--- src/rtl/mem_pkg.sv ---
// ====================
// sizes, request and response types for the
// two-port memory subsystem.
// ====================
`default_nettype none

package mem_pkg;

    // memory geometry.
    localparam int ADDR_WIDTH = 8;
    localparam int DATA_WIDTH = 32;
    localparam int MASK_WIDTH = DATA_WIDTH / 8;  // one bit per byte lane.
    localparam int MEM_WORDS = 2 ** ADDR_WIDTH;

    // request queue sizing, also the sender's initial credit count.
    localparam int QUEUE_DEPTH = 4;
    localparam int QUEUE_PTR_WIDTH = $clog2(QUEUE_DEPTH);
    localparam int QUEUE_CNT_WIDTH = $clog2(QUEUE_DEPTH + 1);

    // response buffering and output credits.
    localparam int RSP_BUF_DEPTH = 4;
    localparam int RSP_PTR_WIDTH = $clog2(RSP_BUF_DEPTH);
    localparam int RSP_CNT_WIDTH = $clog2(RSP_BUF_DEPTH + 1);
    localparam int RSP_CREDITS = 2;
    localparam int RSP_CREDIT_WIDTH = $clog2(RSP_CREDITS + 1);

    typedef enum logic {
        PORT_A = 1'b0,
        PORT_B = 1'b1
    } port_id_t;

    // all-zero write_mask means a plain read.
    typedef struct packed {
        logic [MASK_WIDTH-1:0] write_mask;
        logic [ADDR_WIDTH-1:0] addr;
        logic [DATA_WIDTH-1:0] data;
    } mem_req_t;

    // data is the word held before the access.
    typedef struct packed {
        port_id_t              port;
        logic [DATA_WIDTH-1:0] data;
    } mem_rsp_t;

endpackage

`default_nettype wire

--- src/rtl/request_queue.sv ---
// ====================
// per-port request FIFO with credit return
// and issue towards one RAM port.
// ====================
`timescale 1ns/1ps
`default_nettype none

module request_queue
    import mem_pkg::*;
(
    input  wire logic clk,
    input  wire logic reset,

    input  wire logic req_valid,
    input  mem_req_t  req,
    output logic      req_credit,

    input  wire logic reserve_ok,
    output logic      issue_valid,
    output mem_req_t  issue_req
);

    mem_req_t                   entries [QUEUE_DEPTH];
    logic [QUEUE_PTR_WIDTH-1:0] wr_ptr;
    logic [QUEUE_PTR_WIDTH-1:0] rd_ptr;
    logic [QUEUE_CNT_WIDTH-1:0] count;
    logic                       pop;

    // issue straight from the head while the merger has room.
    assign pop = (count != '0) && reserve_ok;
    assign issue_valid = pop;
    assign issue_req = entries[rd_ptr];
    assign req_credit = pop;  // one credit back per pop.

    always_ff @(posedge clk) begin
        if (reset) begin
            wr_ptr <= '0;
            rd_ptr <= '0;
            count <= '0;
        end else begin
            if (req_valid) begin
                wr_ptr <= wr_ptr + 1'b1;  // wraps at depth.
            end
            if (pop) begin
                rd_ptr <= rd_ptr + 1'b1;
            end
            count <= count + QUEUE_CNT_WIDTH'(req_valid) - QUEUE_CNT_WIDTH'(pop);
        end
    end

    // sender credits keep this from overflowing.
    always_ff @(posedge clk) begin
        if (req_valid) begin
            entries[wr_ptr] <= req;
        end
    end

endmodule

`default_nettype wire

--- config.mk ---
export PLATFORM = sky130hd
export DESIGN_NAME = request_queue
export DESIGN_NICKNAME = d
export VERILOG_FILES = /design/src/rtl/mem_pkg.sv /design/src/rtl/request_queue.sv
export SDC_FILE = /design/constraint.sdc
export NUM_CORES = 1
export LEC_CHECK = 0
export BUFFER_PORTS_ARGS = -buffer_cell sky130_fd_sc_hd__buf_2
export CORE_AREA = 2 2 110 112
export CTS_CLUSTER_SIZE = 10
export DETAILED_ROUTE_END_ITERATION = 10
export DIE_AREA = 0 0 112 114
export PLACE_DENSITY = 0.83
export SKIP_CTS_REPAIR_TIMING = 1
export SYNTH_ARGS = -nofsm -noshare
export SYNTH_HDL_FRONTEND = slang
export SYNTH_SLANG_ARGS = --single-unit
--- constraint.sdc ---
create_clock -name clk -period 5.2 [get_ports clk]
set_input_delay 0 -clock clk [delete_from_list [all_inputs] [get_ports clk]]
set_output_delay 0 -clock clk [all_outputs]
set_load 0.01 [all_outputs]
### Word level (Yosys, flattened, before mapping)

Memories as Yosys holds them, arrays and structs flattened. A register that Yosys moved wholly into a read port is not among the register bits.
Cells that the tools add are included.
W data, S select, Z words.

* flip-flop bits (word level): 7
* RAM bits: 176
* bits of input ports: 48
* output and inout bits: 46
* logic and storage cells: 14
* memories: 1

* $add $sub $neg: 4
* mux-type cells: 4
* reduce and logical (&&, ||, !) cells: 2

Memory list
* entries: depth 4, width 44, rd ports 1, clocked after memory_dff 1, write ports 1, RTL line request_queue.sv:23 `mem_req_t entries [QUEUE_DEPTH];`

Operators with widths (count)
* $add A2 B1 Y2 const B: 2
* $mux W2: 2
* $add A3 B1 Y3: 1
* $reduce_bool A3 Y1: 1
* $sub A3 B1 Y3: 1
* $mux W1: 2
* $logic_and A1 B1 Y1: 1

### Longest topological paths before layout

* depth after elaboration: 4
* gate-level depth with buffers: 7
* mapped depth without buffers: 7

### Worst setup path after synthesis

Ideal clock, no wire load.

* path type: register -> register
* from: reg wr_ptr[0]
* to: mem entries[2][0] (netlist bit), enable pin
* setup time: 406 ps
* arrival time: 1600 ps
* required time: 4794 ps
* path slack: 3194 ps
* stages on the path, launching flop included: 4
* path buffers: 0
* period minus slack after synthesis: 2006 ps
* cells stage by stage: dfxtp_1 inv_1 ha_1 and2_1

RTL lines
* start, declared: RTL line request_queue.sv:24 `logic [QUEUE_PTR_WIDTH-1:0] wr_ptr;`
* start signal, assigned: RTL line request_queue.sv:42 `wr_ptr <= wr_ptr + 1'b1;`
* end, declared: RTL line request_queue.sv:23

No word-level cell before the write port.

==> out/results.tsv <==
metric	value	unit
maximum buffer depth of the clock tree	2	
IO Pins	94	
Lkg Pwr	0.00292	µW
vias in the first global route	3285	
worst reg-to-reg path cell count	2	
DRT Pass-1 Iters	6	
post-layout min period	2.21	ns
Initial Util	58.7	%
Post-Syn Area	6880	µm²
Rows	40	
vias	3273	
clk_lat worst skew	0.42	ns
CTS buffer count	17	
actual slew at the worst max-slew pin	1.17	ns
top_reg_cell synth	edfxtp_1	
Setup TNS	0	ns
Via density	5.62	
Final Hold Vio Count	0	
Die H	114	µm
routed len/inst	21.7	µm
FILL cells	661	
most instantiated cells after synthesis	176 x edfxtp_1, 40 x mux4_2, 9 x dfxtp_1	
Crit path required time	5.20	ns
peak supply drop	248	µV
number of max-cap violations	0	
hold path depth	3	
unrepaired setup endpoints after global routing	no	
cells after synthesis	275	
Setup CP Type	reg -> out	
grt ovf	0	
hold crit path type	in -> reg	
first-pass GRT wire length	18300	µm
yosys warns	0	
Startpoint Class	flop	
reg2reg setup slack	3.25	ns
#FFs+latches synth	185	
FMAX	0.453	GHz
footprint of the multi-input gates	1270	µm²
Final #Nets	476	
core footprint	11700	µm²
Yosys cell types	22	
Total Routing Usage GR	20.0	%
outcome	finished clean	
First DRT Iteration DRCs	356	
most common cell in the netlist	edfxtp_1	
post-synth top area share	76.8	%
Tcrit/Tclk final	42.5	%
initial antenna violation count	0	
Max Transition Viols Final	0	
clk_skew	0.0126	ns
CP Capture Type	output pin	
CTS tree	built	
die area	12800	µm²
DP Worst Slack	3.24	ns
RD Place Congestion	0.758	
Die Wd	112	µm
synthesized area per cell	25.0	µm²
port buffer count	93	
Fin Hold WS	0.0577	ns
Worst Slack Setup Final	2.99	ns
DP HPWL	6840	µm
DRC viols	0	
Async S/R FF share, synth	0	%
Clock transition at path regs	0.07	ns
maximum level of the CTS H-tree	4	
P&R area growth vs syn	23.0	%
CTS root buf	clkbuf_16	
CP Max Fanout	44	
# setup viols final	0	
largest cells by area after synthesis	edfxtp_1 77%, mux4_2 13%, dfxtp_1 2.6%	
share of cells above drive strength 1	39.6	%
largest net degree at the start of global routing	45	
syn nets	330	
Storage cell area	5470	µm²
Pwr Density	435	nW/µm²
worst r2r src	wr_ptr[0]	
DRT antenna net count	0	
WL final	12600	µm
Seq/Total Area, Yosys	79.4	%
area leader, netlist	edfxtp_1	
number of synthesized flops with an enable pin	176	
Max-slew headroom	22.1	%
CTS sink cnt	185	
critical hold path startpoint	reserve_ok	
arrival time worst endpoint	2.21	ns
==> cell families (layout without fill, tap and decap cells) <==
| kind of cell | after synthesis | in the layout | share of synthesized area [%] |
|---|---|---|---|
| AOI/OAI and AO/OA | 2 | 2 | 0.255 |
| muxes | 48 | 48 | 15.3 |
| other | 0 | 1 | 0 |
| and+or+nand+nor | 13 | 13 | 1.00 |
| adders and majority gates | 7 | 7 | 1.38 |
| DFF | 185 | 185 | 79.4 |
| xor gates and xnor gates | 2 | 2 | 0.473 |
| buffers and inverters | 18 | 177 | 2.18 |
==> registers in the layout (all words and copies together), names as in the netlist, named ones only <==
signal,cells
entries,176
rd_ptr,2
count,3
wr_ptr,2
==> layout make-up <==
| cell class | instances | area share (%) |
|---|---|---|
| tap | 147 | 2.17 |
| clock inverter | 11 | 1.46 |
| multi-input combinational | 72 | 15.0 |
| clock buffer | 21 | 5.44 |
| inverter | 6 | 0.266 |
| sequential | 185 | 64.7 |
| antenna | 1 | 0.0296 |
| timing repair buffer | 139 | 10.9 |
==> layout by cell type, fill, tap and decap left out, types with 2 or more instances in the layout <==
cell type	n
buf_2	93
clkinvlp_4	3
mux2_2	3
edfxtp_1	176
mux4_1	4
clkbuf_1	2
nor2b_1	4
clkinv_2	3
mux4_2	40
clkbuf_8	2
bufinv_16	2
and2_2	4
ha_1	6
clkinv_4	3
inv_1	6
nor2_1	5
clkbuf_16	17
dfxtp_1	7
dlygate4sd3_1	46
==> power breakdown <==
| part | internal [µW] | total, µW | switching (µW) | leakage [µW] |
|---|---|---|---|---|
| clock | 733 | 1260 | 525 | 0.000279 |
| combinational | 338 | 579 | 242 | 0.000949 |
| sequential | 1720 | 1840 | 116 | 0.00169 |
==> per-stage QoR <==
stage               total power [µW]  instance area [µm²]  utilization (%)  std cells
detailed placement              2430                 7410             63.3        503
global placement                2410                 7410             63.3        503
CTS                             3670                 8000             68.3        535
global route                    3810                 8460             72.2        581
finish                          3680                 8460             72.2        582
floorplan                       2260                 6880                -        275
==> layer usage <==
metal	GRT usage, %	routed length, µm	up-vias
met5	0	0	-
met4	9.67	361	0
met3	6.48	571	26
met2	31.7	6580	107
met1	25.7	5100	1694
li1	-	-	1446
==> critical path: stages (launching register included) <==
cell,delay (ns)
dfxtp_4,0.90
mux4_1,0.68
buf_2,0.17
==> worst paths after layout <==
kind / to
max: issue_req[43]
min: flop
max reg2reg: entries[3][17]
min reg2reg: wr_ptr[0]
Note: power is estimated with default switching activity, not from simulation.
