File: src/rtl/mem_pkg.sv
// ====================
// sizes, request and response types for the
// two-port memory subsystem.
// ====================
`default_nettype none

package mem_pkg;

    // memory geometry.
    localparam int ADDR_WIDTH = 8;
    localparam int DATA_WIDTH = 32;
    localparam int MASK_WIDTH = DATA_WIDTH / 8;  // one bit per byte lane.
    localparam int MEM_WORDS = 2 ** ADDR_WIDTH;

    // request queue sizing, also the sender's initial credit count.
    localparam int QUEUE_DEPTH = 4;
    localparam int QUEUE_PTR_WIDTH = $clog2(QUEUE_DEPTH);
    localparam int QUEUE_CNT_WIDTH = $clog2(QUEUE_DEPTH + 1);

    // response buffering and output credits.
    localparam int RSP_BUF_DEPTH = 4;
    localparam int RSP_PTR_WIDTH = $clog2(RSP_BUF_DEPTH);
    localparam int RSP_CNT_WIDTH = $clog2(RSP_BUF_DEPTH + 1);
    localparam int RSP_CREDITS = 2;
    localparam int RSP_CREDIT_WIDTH = $clog2(RSP_CREDITS + 1);

    typedef enum logic {
        PORT_A = 1'b0,
        PORT_B = 1'b1
    } port_id_t;

    // all-zero write_mask means a plain read.
    typedef struct packed {
        logic [MASK_WIDTH-1:0] write_mask;
        logic [ADDR_WIDTH-1:0] addr;
        logic [DATA_WIDTH-1:0] data;
    } mem_req_t;

    // data is the word held before the access.
    typedef struct packed {
        port_id_t              port;
        logic [DATA_WIDTH-1:0] data;
    } mem_rsp_t;

endpackage

`default_nettype wire

File: src/rtl/response_merger.sv
// ====================
// response buffers with slot reservation and
// round-robin credit-controlled output.
// ====================
`timescale 1ns/1ps
`default_nettype none

module response_merger
    import mem_pkg::*;
(
    input  wire logic clk,
    input  wire logic reset,

    input  wire logic a_issue,
    input  wire logic b_issue,

    input  wire logic a_rsp_valid,
    input  mem_rsp_t  a_rsp,
    input  wire logic b_rsp_valid,
    input  mem_rsp_t  b_rsp,

    output logic      a_reserve_ok,
    output logic      b_reserve_ok,

    input  wire logic rsp_credit,
    output logic      rsp_valid,
    output mem_rsp_t  rsp
);

    // index 0 is port a, index 1 is port b.
    mem_rsp_t                    buf_mem [2][RSP_BUF_DEPTH];
    mem_rsp_t                    push_rsp [2];
    logic [RSP_PTR_WIDTH-1:0]    wr_ptr [2];
    logic [RSP_PTR_WIDTH-1:0]    rd_ptr [2];
    logic [RSP_CNT_WIDTH-1:0]    buf_count [2];
    logic [RSP_CNT_WIDTH-1:0]    resv_count [2];  // in flight plus buffered.
    logic [RSP_CREDIT_WIDTH-1:0] credit_count;
    logic [1:0]                  issue;
    logic [1:0]                  push;
    logic [1:0]                  pop;
    logic [1:0]                  not_empty;
    logic                        send;
    port_id_t                    rr_ptr;  // port preferred next.
    port_id_t                    sel;

    assign issue = {b_issue, a_issue};
    assign push = {b_rsp_valid, a_rsp_valid};
    assign push_rsp[0] = a_rsp;
    assign push_rsp[1] = b_rsp;

    assign a_reserve_ok = resv_count[0] < RSP_CNT_WIDTH'(RSP_BUF_DEPTH);
    assign b_reserve_ok = resv_count[1] < RSP_CNT_WIDTH'(RSP_BUF_DEPTH);

    always_comb begin
        not_empty[0] = buf_count[0] != '0;
        not_empty[1] = buf_count[1] != '0;
        sel = not_empty[rr_ptr] ? rr_ptr : port_id_t'(~rr_ptr);
        send = (credit_count != '0) && (not_empty != 2'b00);
        pop = send ? (2'b01 << sel) : 2'b00;
    end

    always_ff @(posedge clk) begin
        if (reset) begin
            for (int p = 0; p < 2; p++) begin
                wr_ptr[p] <= '0;
                rd_ptr[p] <= '0;
                buf_count[p] <= '0;
                resv_count[p] <= '0;
            end
            credit_count <= RSP_CREDIT_WIDTH'(RSP_CREDITS);
            rr_ptr <= PORT_A;
            rsp_valid <= 1'b0;
        end else begin
            for (int p = 0; p < 2; p++) begin
                if (push[p]) begin
                    wr_ptr[p] <= wr_ptr[p] + 1'b1;
                end
                if (pop[p]) begin
                    rd_ptr[p] <= rd_ptr[p] + 1'b1;
                end
                buf_count[p] <= buf_count[p] + RSP_CNT_WIDTH'(push[p])
                                - RSP_CNT_WIDTH'(pop[p]);
                resv_count[p] <= resv_count[p] + RSP_CNT_WIDTH'(issue[p])
                                 - RSP_CNT_WIDTH'(pop[p]);
            end
            credit_count <= credit_count + RSP_CREDIT_WIDTH'(rsp_credit)
                            - RSP_CREDIT_WIDTH'(send);
            if (send) begin
                rr_ptr <= port_id_t'(~sel);  // other port goes first next time.
            end
            rsp_valid <= send;
        end
    end

    always_ff @(posedge clk) begin
        for (int p = 0; p < 2; p++) begin
            if (push[p]) begin
                buf_mem[p][wr_ptr[p]] <= push_rsp[p];
            end
        end
        if (send) begin
            rsp <= buf_mem[sel][rd_ptr[sel]];  // tag already attached.
        end
    end

endmodule

`default_nettype wire

File: config.mk
export PLATFORM = sky130hd
export DESIGN_NAME = response_merger
export DESIGN_NICKNAME = d
export VERILOG_FILES = /design/src/rtl/mem_pkg.sv /design/src/rtl/response_merger.sv
export SDC_FILE = /design/constraint.sdc
export NUM_CORES = 1
export LEC_CHECK = 0
export BUFFER_PORTS_ARGS = -buffer_cell sky130_fd_sc_hd__buf_4
export CELL_PAD_IN_SITES_DETAIL_PLACEMENT = 1
export CELL_PAD_IN_SITES_GLOBAL_PLACEMENT = 1
export CORE_ASPECT_RATIO = 2
export CORE_MARGIN = 2
export CORE_UTILIZATION = 47
export CTS_CLUSTER_SIZE = 10
export DETAILED_ROUTE_END_ITERATION = 12
export PLACE_DENSITY_LB_ADDON = 0.1
export SLEW_MARGIN = 5
export SYNTH_ARGS = -nofsm -noshare
export SYNTH_HDL_FRONTEND = slang
export SYNTH_SLANG_ARGS = --single-unit
File: constraint.sdc
create_clock -name clk -period 3.6 [get_ports clk]
set_input_delay 0.18 -clock clk [delete_from_list [all_inputs] [get_ports clk]]
set_output_delay 0.18 -clock clk [all_outputs]
set_load 0.01 [all_outputs]
## Yosys cells after proc, flatten, opt, wreduce, memory -nomap -nowiden

Memory sizes are Yosys's and may differ from the RTL's.
Cells that the tools add are included.

- Register bits after elaboration: 37
- RAM bits: 284
- Bits of input ports: 73
- Logic and storage cells: 89
- Memories: 5

- Add/subtract/negate cells: 14
- Magnitude comparators: 8
- Shifts and indexed selects: 1
- Multiplexer cells: 36
- Bitwise logic cells: 13
- Reductions and logical operators: 7

Memories:

| memory | depth | bits a word | rd ports | clocked after memory_dff | wr ports | RTL line | RTL |
|---|---|---|---|---|---|---|---|
| buf_mem | 2 | 132 | 1 | 0 | 2 | response_merger.sv:31 | `mem_rsp_t buf_mem [2][RSP_BUF_DEPTH];` |
| buf_count | 2 | 3 | 2 | 0 | 2 | response_merger.sv:35 | `logic [RSP_CNT_WIDTH-1:0] buf_count [2];` |
| resv_count | 2 | 3 | 2 | 0 | 2 | response_merger.sv:36 | `logic [RSP_CNT_WIDTH-1:0] resv_count [2];` |
| rd_ptr | 2 | 2 | 3 | 0 | 2 | response_merger.sv:34 | `logic [RSP_PTR_WIDTH-1:0] rd_ptr [2];` |
| wr_ptr | 2 | 2 | 2 | 0 | 2 | response_merger.sv:33 | `logic [RSP_PTR_WIDTH-1:0] wr_ptr [2];` |

Operator list:

| operator | count |
|---|---|
| 2-to-1 mux 132 bit | 2 |
| demux 33 bit (select 2 bit) | 2 |
| 2-to-1 mux 33 bit | 4 |
| binary-select mux 33 bit (select 2 bit) | 1 |
| 2-to-1 mux 1 bit | 18 |
| adder 3 x 1 -> 3 bit | 4 |
| 2-to-1 mux 3 bit | 4 |
| subtractor 3 x 1 -> 3 bit | 4 |
| 2-to-1 mux 2 bit | 5 |
| greater-or-equal comparator 3 bit (second input constant) | 3 |
| inverter 2 -> 3 bit | 3 |
| adder 2 x 1 -> 2 bit (second input constant) | 4 |
| bitwise OR 1 bit | 8 |
| less-than comparator 3 x 1 -> 1 bit (second input constant) | 2 |
| less-than comparator 3 bit (second input constant) | 2 |
| nonzero test 3 bit | 2 |
| nonzero test 2 bit | 2 |
| logical AND 1 bit | 3 |
| adder 2 x 1 -> 2 bit | 1 |
| less-than comparator 1 x 2 -> 1 bit (second input constant) | 1 |
| inverter 1 bit | 2 |
| << shifter 1 x 1 -> 2 bit (first input constant) | 1 |
| subtractor 2 x 1 -> 2 bit | 1 |

## Logic depth before layout (Yosys ltp)

- Word-level depth: 10
- Depth in mapped cells: 9

## Worst setup path before layout

OpenSTA, ideal clock, no wires.

- Path kind: reg-to-reg
- From: memory buf_count[0][4] in the netlist's numbering
- To: register credit_count[1]
- Setup time: 0.117 ns
- Arrival: 3.222 ns
- Required time: 3.483 ns
- Path slack: 0.261 ns
- Cell stages (with the launch flop): 9
- Path buffers: 0
- Cell sequence: dfxtp_1 nor3_1 a21oi_1 ha_1 inv_1 ha_1 xor2_1 xnor2_1 nand2b_1

RTL lines:

| what | RTL line | RTL |
|---|---|---|
| from (decl) | response_merger.sv:35 |  |
| to (signal assigned) | response_merger.sv:70 | `credit_count <= RSP_CREDIT_WIDTH'(RSP_CREDITS);` |
| to (signal assigned) | response_merger.sv:86 | `credit_count <= credit_count + RSP_CREDIT_WIDTH'(rsp_credit)` |
| to (decl) | response_merger.sv:37 | `logic [RSP_CREDIT_WIDTH-1:0] credit_count;` |

==> insert_results.sql <==
INSERT INTO impl_metrics (metric_group, metric, value, unit) VALUES
('timing', 'hold_slack', '0.0216', 'ns'),
('grt', 'grt_remaining_overflow', '0', ''),
('drt', 'detailroute.wirelength.met2', '15.1', 'mm'),
('drt', 'final_wl', '26.3', 'mm'),
('logic_synthesis', 'syn_area', '12300', 'um^2'),
('power_and_ir_drop', 'p_leak', '0.00527', 'uW'),
('drt', 'dr.first_iter.drc_count', '281', ''),
('drt', 'wl_met3', '913', 'um'),
('logic_synthesis', 'synth_seq_area_share', '0.769', ''),
('setup_path', 'worst_setup_path_end_kind', 'flip-flop', ''),
('finish', 'area_delta_synth_final', '23.2', '%'),
('floorplanning', 'initial_utilization', '0.479', ''),
('finish', 'multiInputGateArea', '2660', 'um^2'),
('setup_path', 'worstPathArrival', '2.83', 'ns'),
('logic_synthesis', 'postSynthCellCount', '544', ''),
('placement', 'post-dp-hpwl', '15.0', 'mm'),
('floorplanning', 'floorplan.die.width', '119', 'um'),
('min_path', 'hold_depth', '3', ''),
('floorplanning', 'dieHeight', '233', 'um'),
('logic_synthesis', 'cell_type_with_the_highest_aggregate_area_in_the_netlist', 'sky130_fd_sc_hd__edfxtp_1', ''),
('clocking', 'cts_buffers', '38', ''),
('status', 'outcome', 'finished clean', ''),
('finish', 'drive_above_1_share', '0.353', ''),
('timing', 'worst_pin_slew', '1.10', 'ns'),
('drt', 'routedWlPerCell', '24.0', 'um'),
('logic_synthesis', 'yosys.cell_types.count', '29', ''),
('floorplanning', 'floorplan.io_pins', '109', ''),
('drt', 'route.vias.total', '5864', ''),
('clocking', 'clock_pin_slew_reported_for_the_worst_setup_and_hold_paths_after_clock_tree_synthesis', '0.06', 'ns'),
('logic_synthesis', 'netlist.area_leader.share', '0.743', ''),
('logic_synthesis', 'synth_top_cells_by_area', 'sky130_fd_sc_hd__edfxtp_1 (74%), sky130_fd_sc_hd__mux4_2 (11%), sky130_fd_sc_hd__dfxtp_1 (2.6%)', ''),
('drt', 'wirelength_met1', '9.79', 'mm'),
('grt', 'gr-usage-all-layers', '0.199', ''),
('finish', 'regArea', '9480', 'um^2'),
('setup_path', 'critPathTopFamily', 'adder cells', ''),
('logic_synthesis', 'ys_warn_count', '0', ''),
('clocking', 'clk_latency', '0.51', 'ns'),
('drt', 'postRouteAntennaNets', '0', ''),
('clocking', 'clock_tree.htree_level_count', '2', ''),
('clocking', 'cts.repair.resized', '0', ''),
('setup_path', 'path_class', 'flip-flop to flip-flop', ''),
('timing', 'max_clock_freq', '0.410', 'GHz'),
('placement', 'place.port_buffers', '108', ''),
('power_and_ir_drop', 'p_total', '11700', 'uW'),
('grt', 'grt_antenna_before_repair', '0', ''),
('grt', 'first_global_vias', '6761', ''),
('power_and_ir_drop', 'power.density_cell_area', '767', 'nW/um^2'),
('logic_synthesis', 'number_of_synthesized_register_bits', '321', ''),
('clocking', 'tritoncts_num_sinks', '321', ''),
('min_path', 'hold_class', 'primary input to flip-flop', ''),
('setup_path', 'crit_buf_inv', '1', ''),
('timing', 'setup_viol', '0', ''),
('drt', 'remaining_drc_errors', '0', ''),
('setup_path', 'ff2ff_path_depth', '9', ''),
('power_and_ir_drop', 'vdd.ir_drop.worst', '0.881', 'mV'),
('drt', 'post_drt_via_cell_ratio', '5.37', ''),
('floorplanning', 'floorplan.core_area', '25800', 'um^2'),
('setup_path', 'timing.critical_path.depth', '9', ''),
('setup_path', 'worst-path-max-fanout', '5', ''),
('drt', 'drt_first_pass_iters', '4', ''),
('timing', 'fin_setup_tns', '0', 'ns'),
('job', 'timing.max_cap.violations', '0', ''),
('setup_path', 'crit_path_frequent_cell', 'sky130_fd_sc_hd__xnor2_1', ''),
('grt', 'wire_length_of_the_first_global_routing_pass', '40.4', 'mm'),
('timing', 'grt_setup_unrepaired', 'false', ''),
('drt', 'route.top_layer_used', 'met4', ''),
('clocking', 'ctsLongestPathBuffers', '3', ''),
('timing', 'min_period', '2.44', 'ns'),
('timing', 'slew_headroom', '0.267', ''),
('floorplanning', 'row_count', '83', ''),
('setup_path', 'worst-endpoint-required', '3.99', 'ns');
metrics by stage:
stage	utilization	std cells	cell area [um^2]	setup slack, ns
global placement	0.524	979	13500	1.24
detailed placement	0.524	979	13500	1.15
CTS	0.590	1093	15200	1.12
finish	0.590	1093	15200	1.16
global route	0.590	1093	15200	0.958
floorplan	-	544	12300	0.261
cell families (layout without fill, tap and decap cells):
logic type,count (synthesis),after routing,synth area share
buf+inv,35,244,0.0176
mux,99,99,0.156
simple gates,48,48,0.0206
fa+ha+maj,18,18,0.0207
compound gates,8,8,0.00568
xor+xnor,15,15,0.0107
flops,321,321,0.769
where the power goes:
part           switching (uW)  total [uW]  leakage (uW)  internal (uW)
logic                    1670        3430       0.00180           1760
clock network            1340        3270      0.000496           1930
registers                 198        4960       0.00297           4760
total                    3200       11700       0.00527           8450
flip-flops by register name, summed over array words and instances (netlist names):
signal and cells:
resv_count 6, rd_ptr 4, wr_ptr 4, credit_count 2, buf_count 6, buf_mem 264, rsp_valid 1, rr_ptr 1
rsp 33
metal layers:
| layer | up-vias | GRT usage |
|---|---|---|
| li1 | 2593 | - |
| met1 | 3098 | 0.226 |
| met4 | 0 | 0.0625 |
| met2 | 139 | 0.378 |
| met3 | 34 | 0.0313 |
| met5 | - | 0 |
synth_stat cells:
cell type and instances:
sky130_fd_sc_hd__edfxtp_1 305, sky130_fd_sc_hd__mux4_2 59, sky130_fd_sc_hd__mux2_2 22, sky130_fd_sc_hd__nor2_1 19, sky130_fd_sc_hd__dfxtp_1 16, sky130_fd_sc_hd__ha_1 14, sky130_fd_sc_hd__inv_1 14, sky130_fd_sc_hd__xnor2_1 12
sky130_fd_sc_hd__and2_1 11, sky130_fd_sc_hd__buf_6 11, sky130_fd_sc_hd__mux2_4 11, sky130_fd_sc_hd__clkbuf_1 8, sky130_fd_sc_hd__mux4_1 7, sky130_fd_sc_hd__nor2b_1 6, sky130_fd_sc_hd__fa_1 4, sky130_fd_sc_hd__or2_2 4
sky130_fd_sc_hd__nand2b_1 3, sky130_fd_sc_hd__nor3_1 3, sky130_fd_sc_hd__xor2_1 3, sky130_fd_sc_hd__a21oi_1 2, sky130_fd_sc_hd__buf_2 2, sky130_fd_sc_hd__a211o_1 1, sky130_fd_sc_hd__a211o_2 1, sky130_fd_sc_hd__o211ai_1 1
sky130_fd_sc_hd__o21ai_0 1, sky130_fd_sc_hd__o21ai_4 1, sky130_fd_sc_hd__o31ai_2 1, sky130_fd_sc_hd__or3_1 1, sky130_fd_sc_hd__or3_4 1
path summary, 6_finish.rpt:
kind / start / end
setup reg to reg: buf_count[0][0] / resv_count[0][5]
hold reg to reg: credit_count[1] / credit_count[1]
hold / removal: rsp_credit / credit_count[0]
setup / recovery: buf_count[0][0] / resv_count[0][5]
worst min-delay path: stages:
cell and delay [ns]:
sky130_fd_sc_hd__buf_4 0.08, sky130_fd_sc_hd__ha_1 0.11, sky130_fd_sc_hd__nor2b_1 0.10
cell type report:
type	count	area share
Sequential cell	321	0.624
Multi-Input combinational cell	188	0.175
Timing Repair Buffer	184	0.103
Clock buffer	44	0.0655
Tap cell	340	0.0280
Inverter	14	0.00346
Clock inverter	2	0.00115
repair_timing:
item                                    4_1_cts  5_1_grt
buffers inserted                              0        0
endpoints found under the hold margin       268        0
hold buffers                                 68        0
endpoints found under the setup margin        0        0
Power figures use the tool's default switching activity.
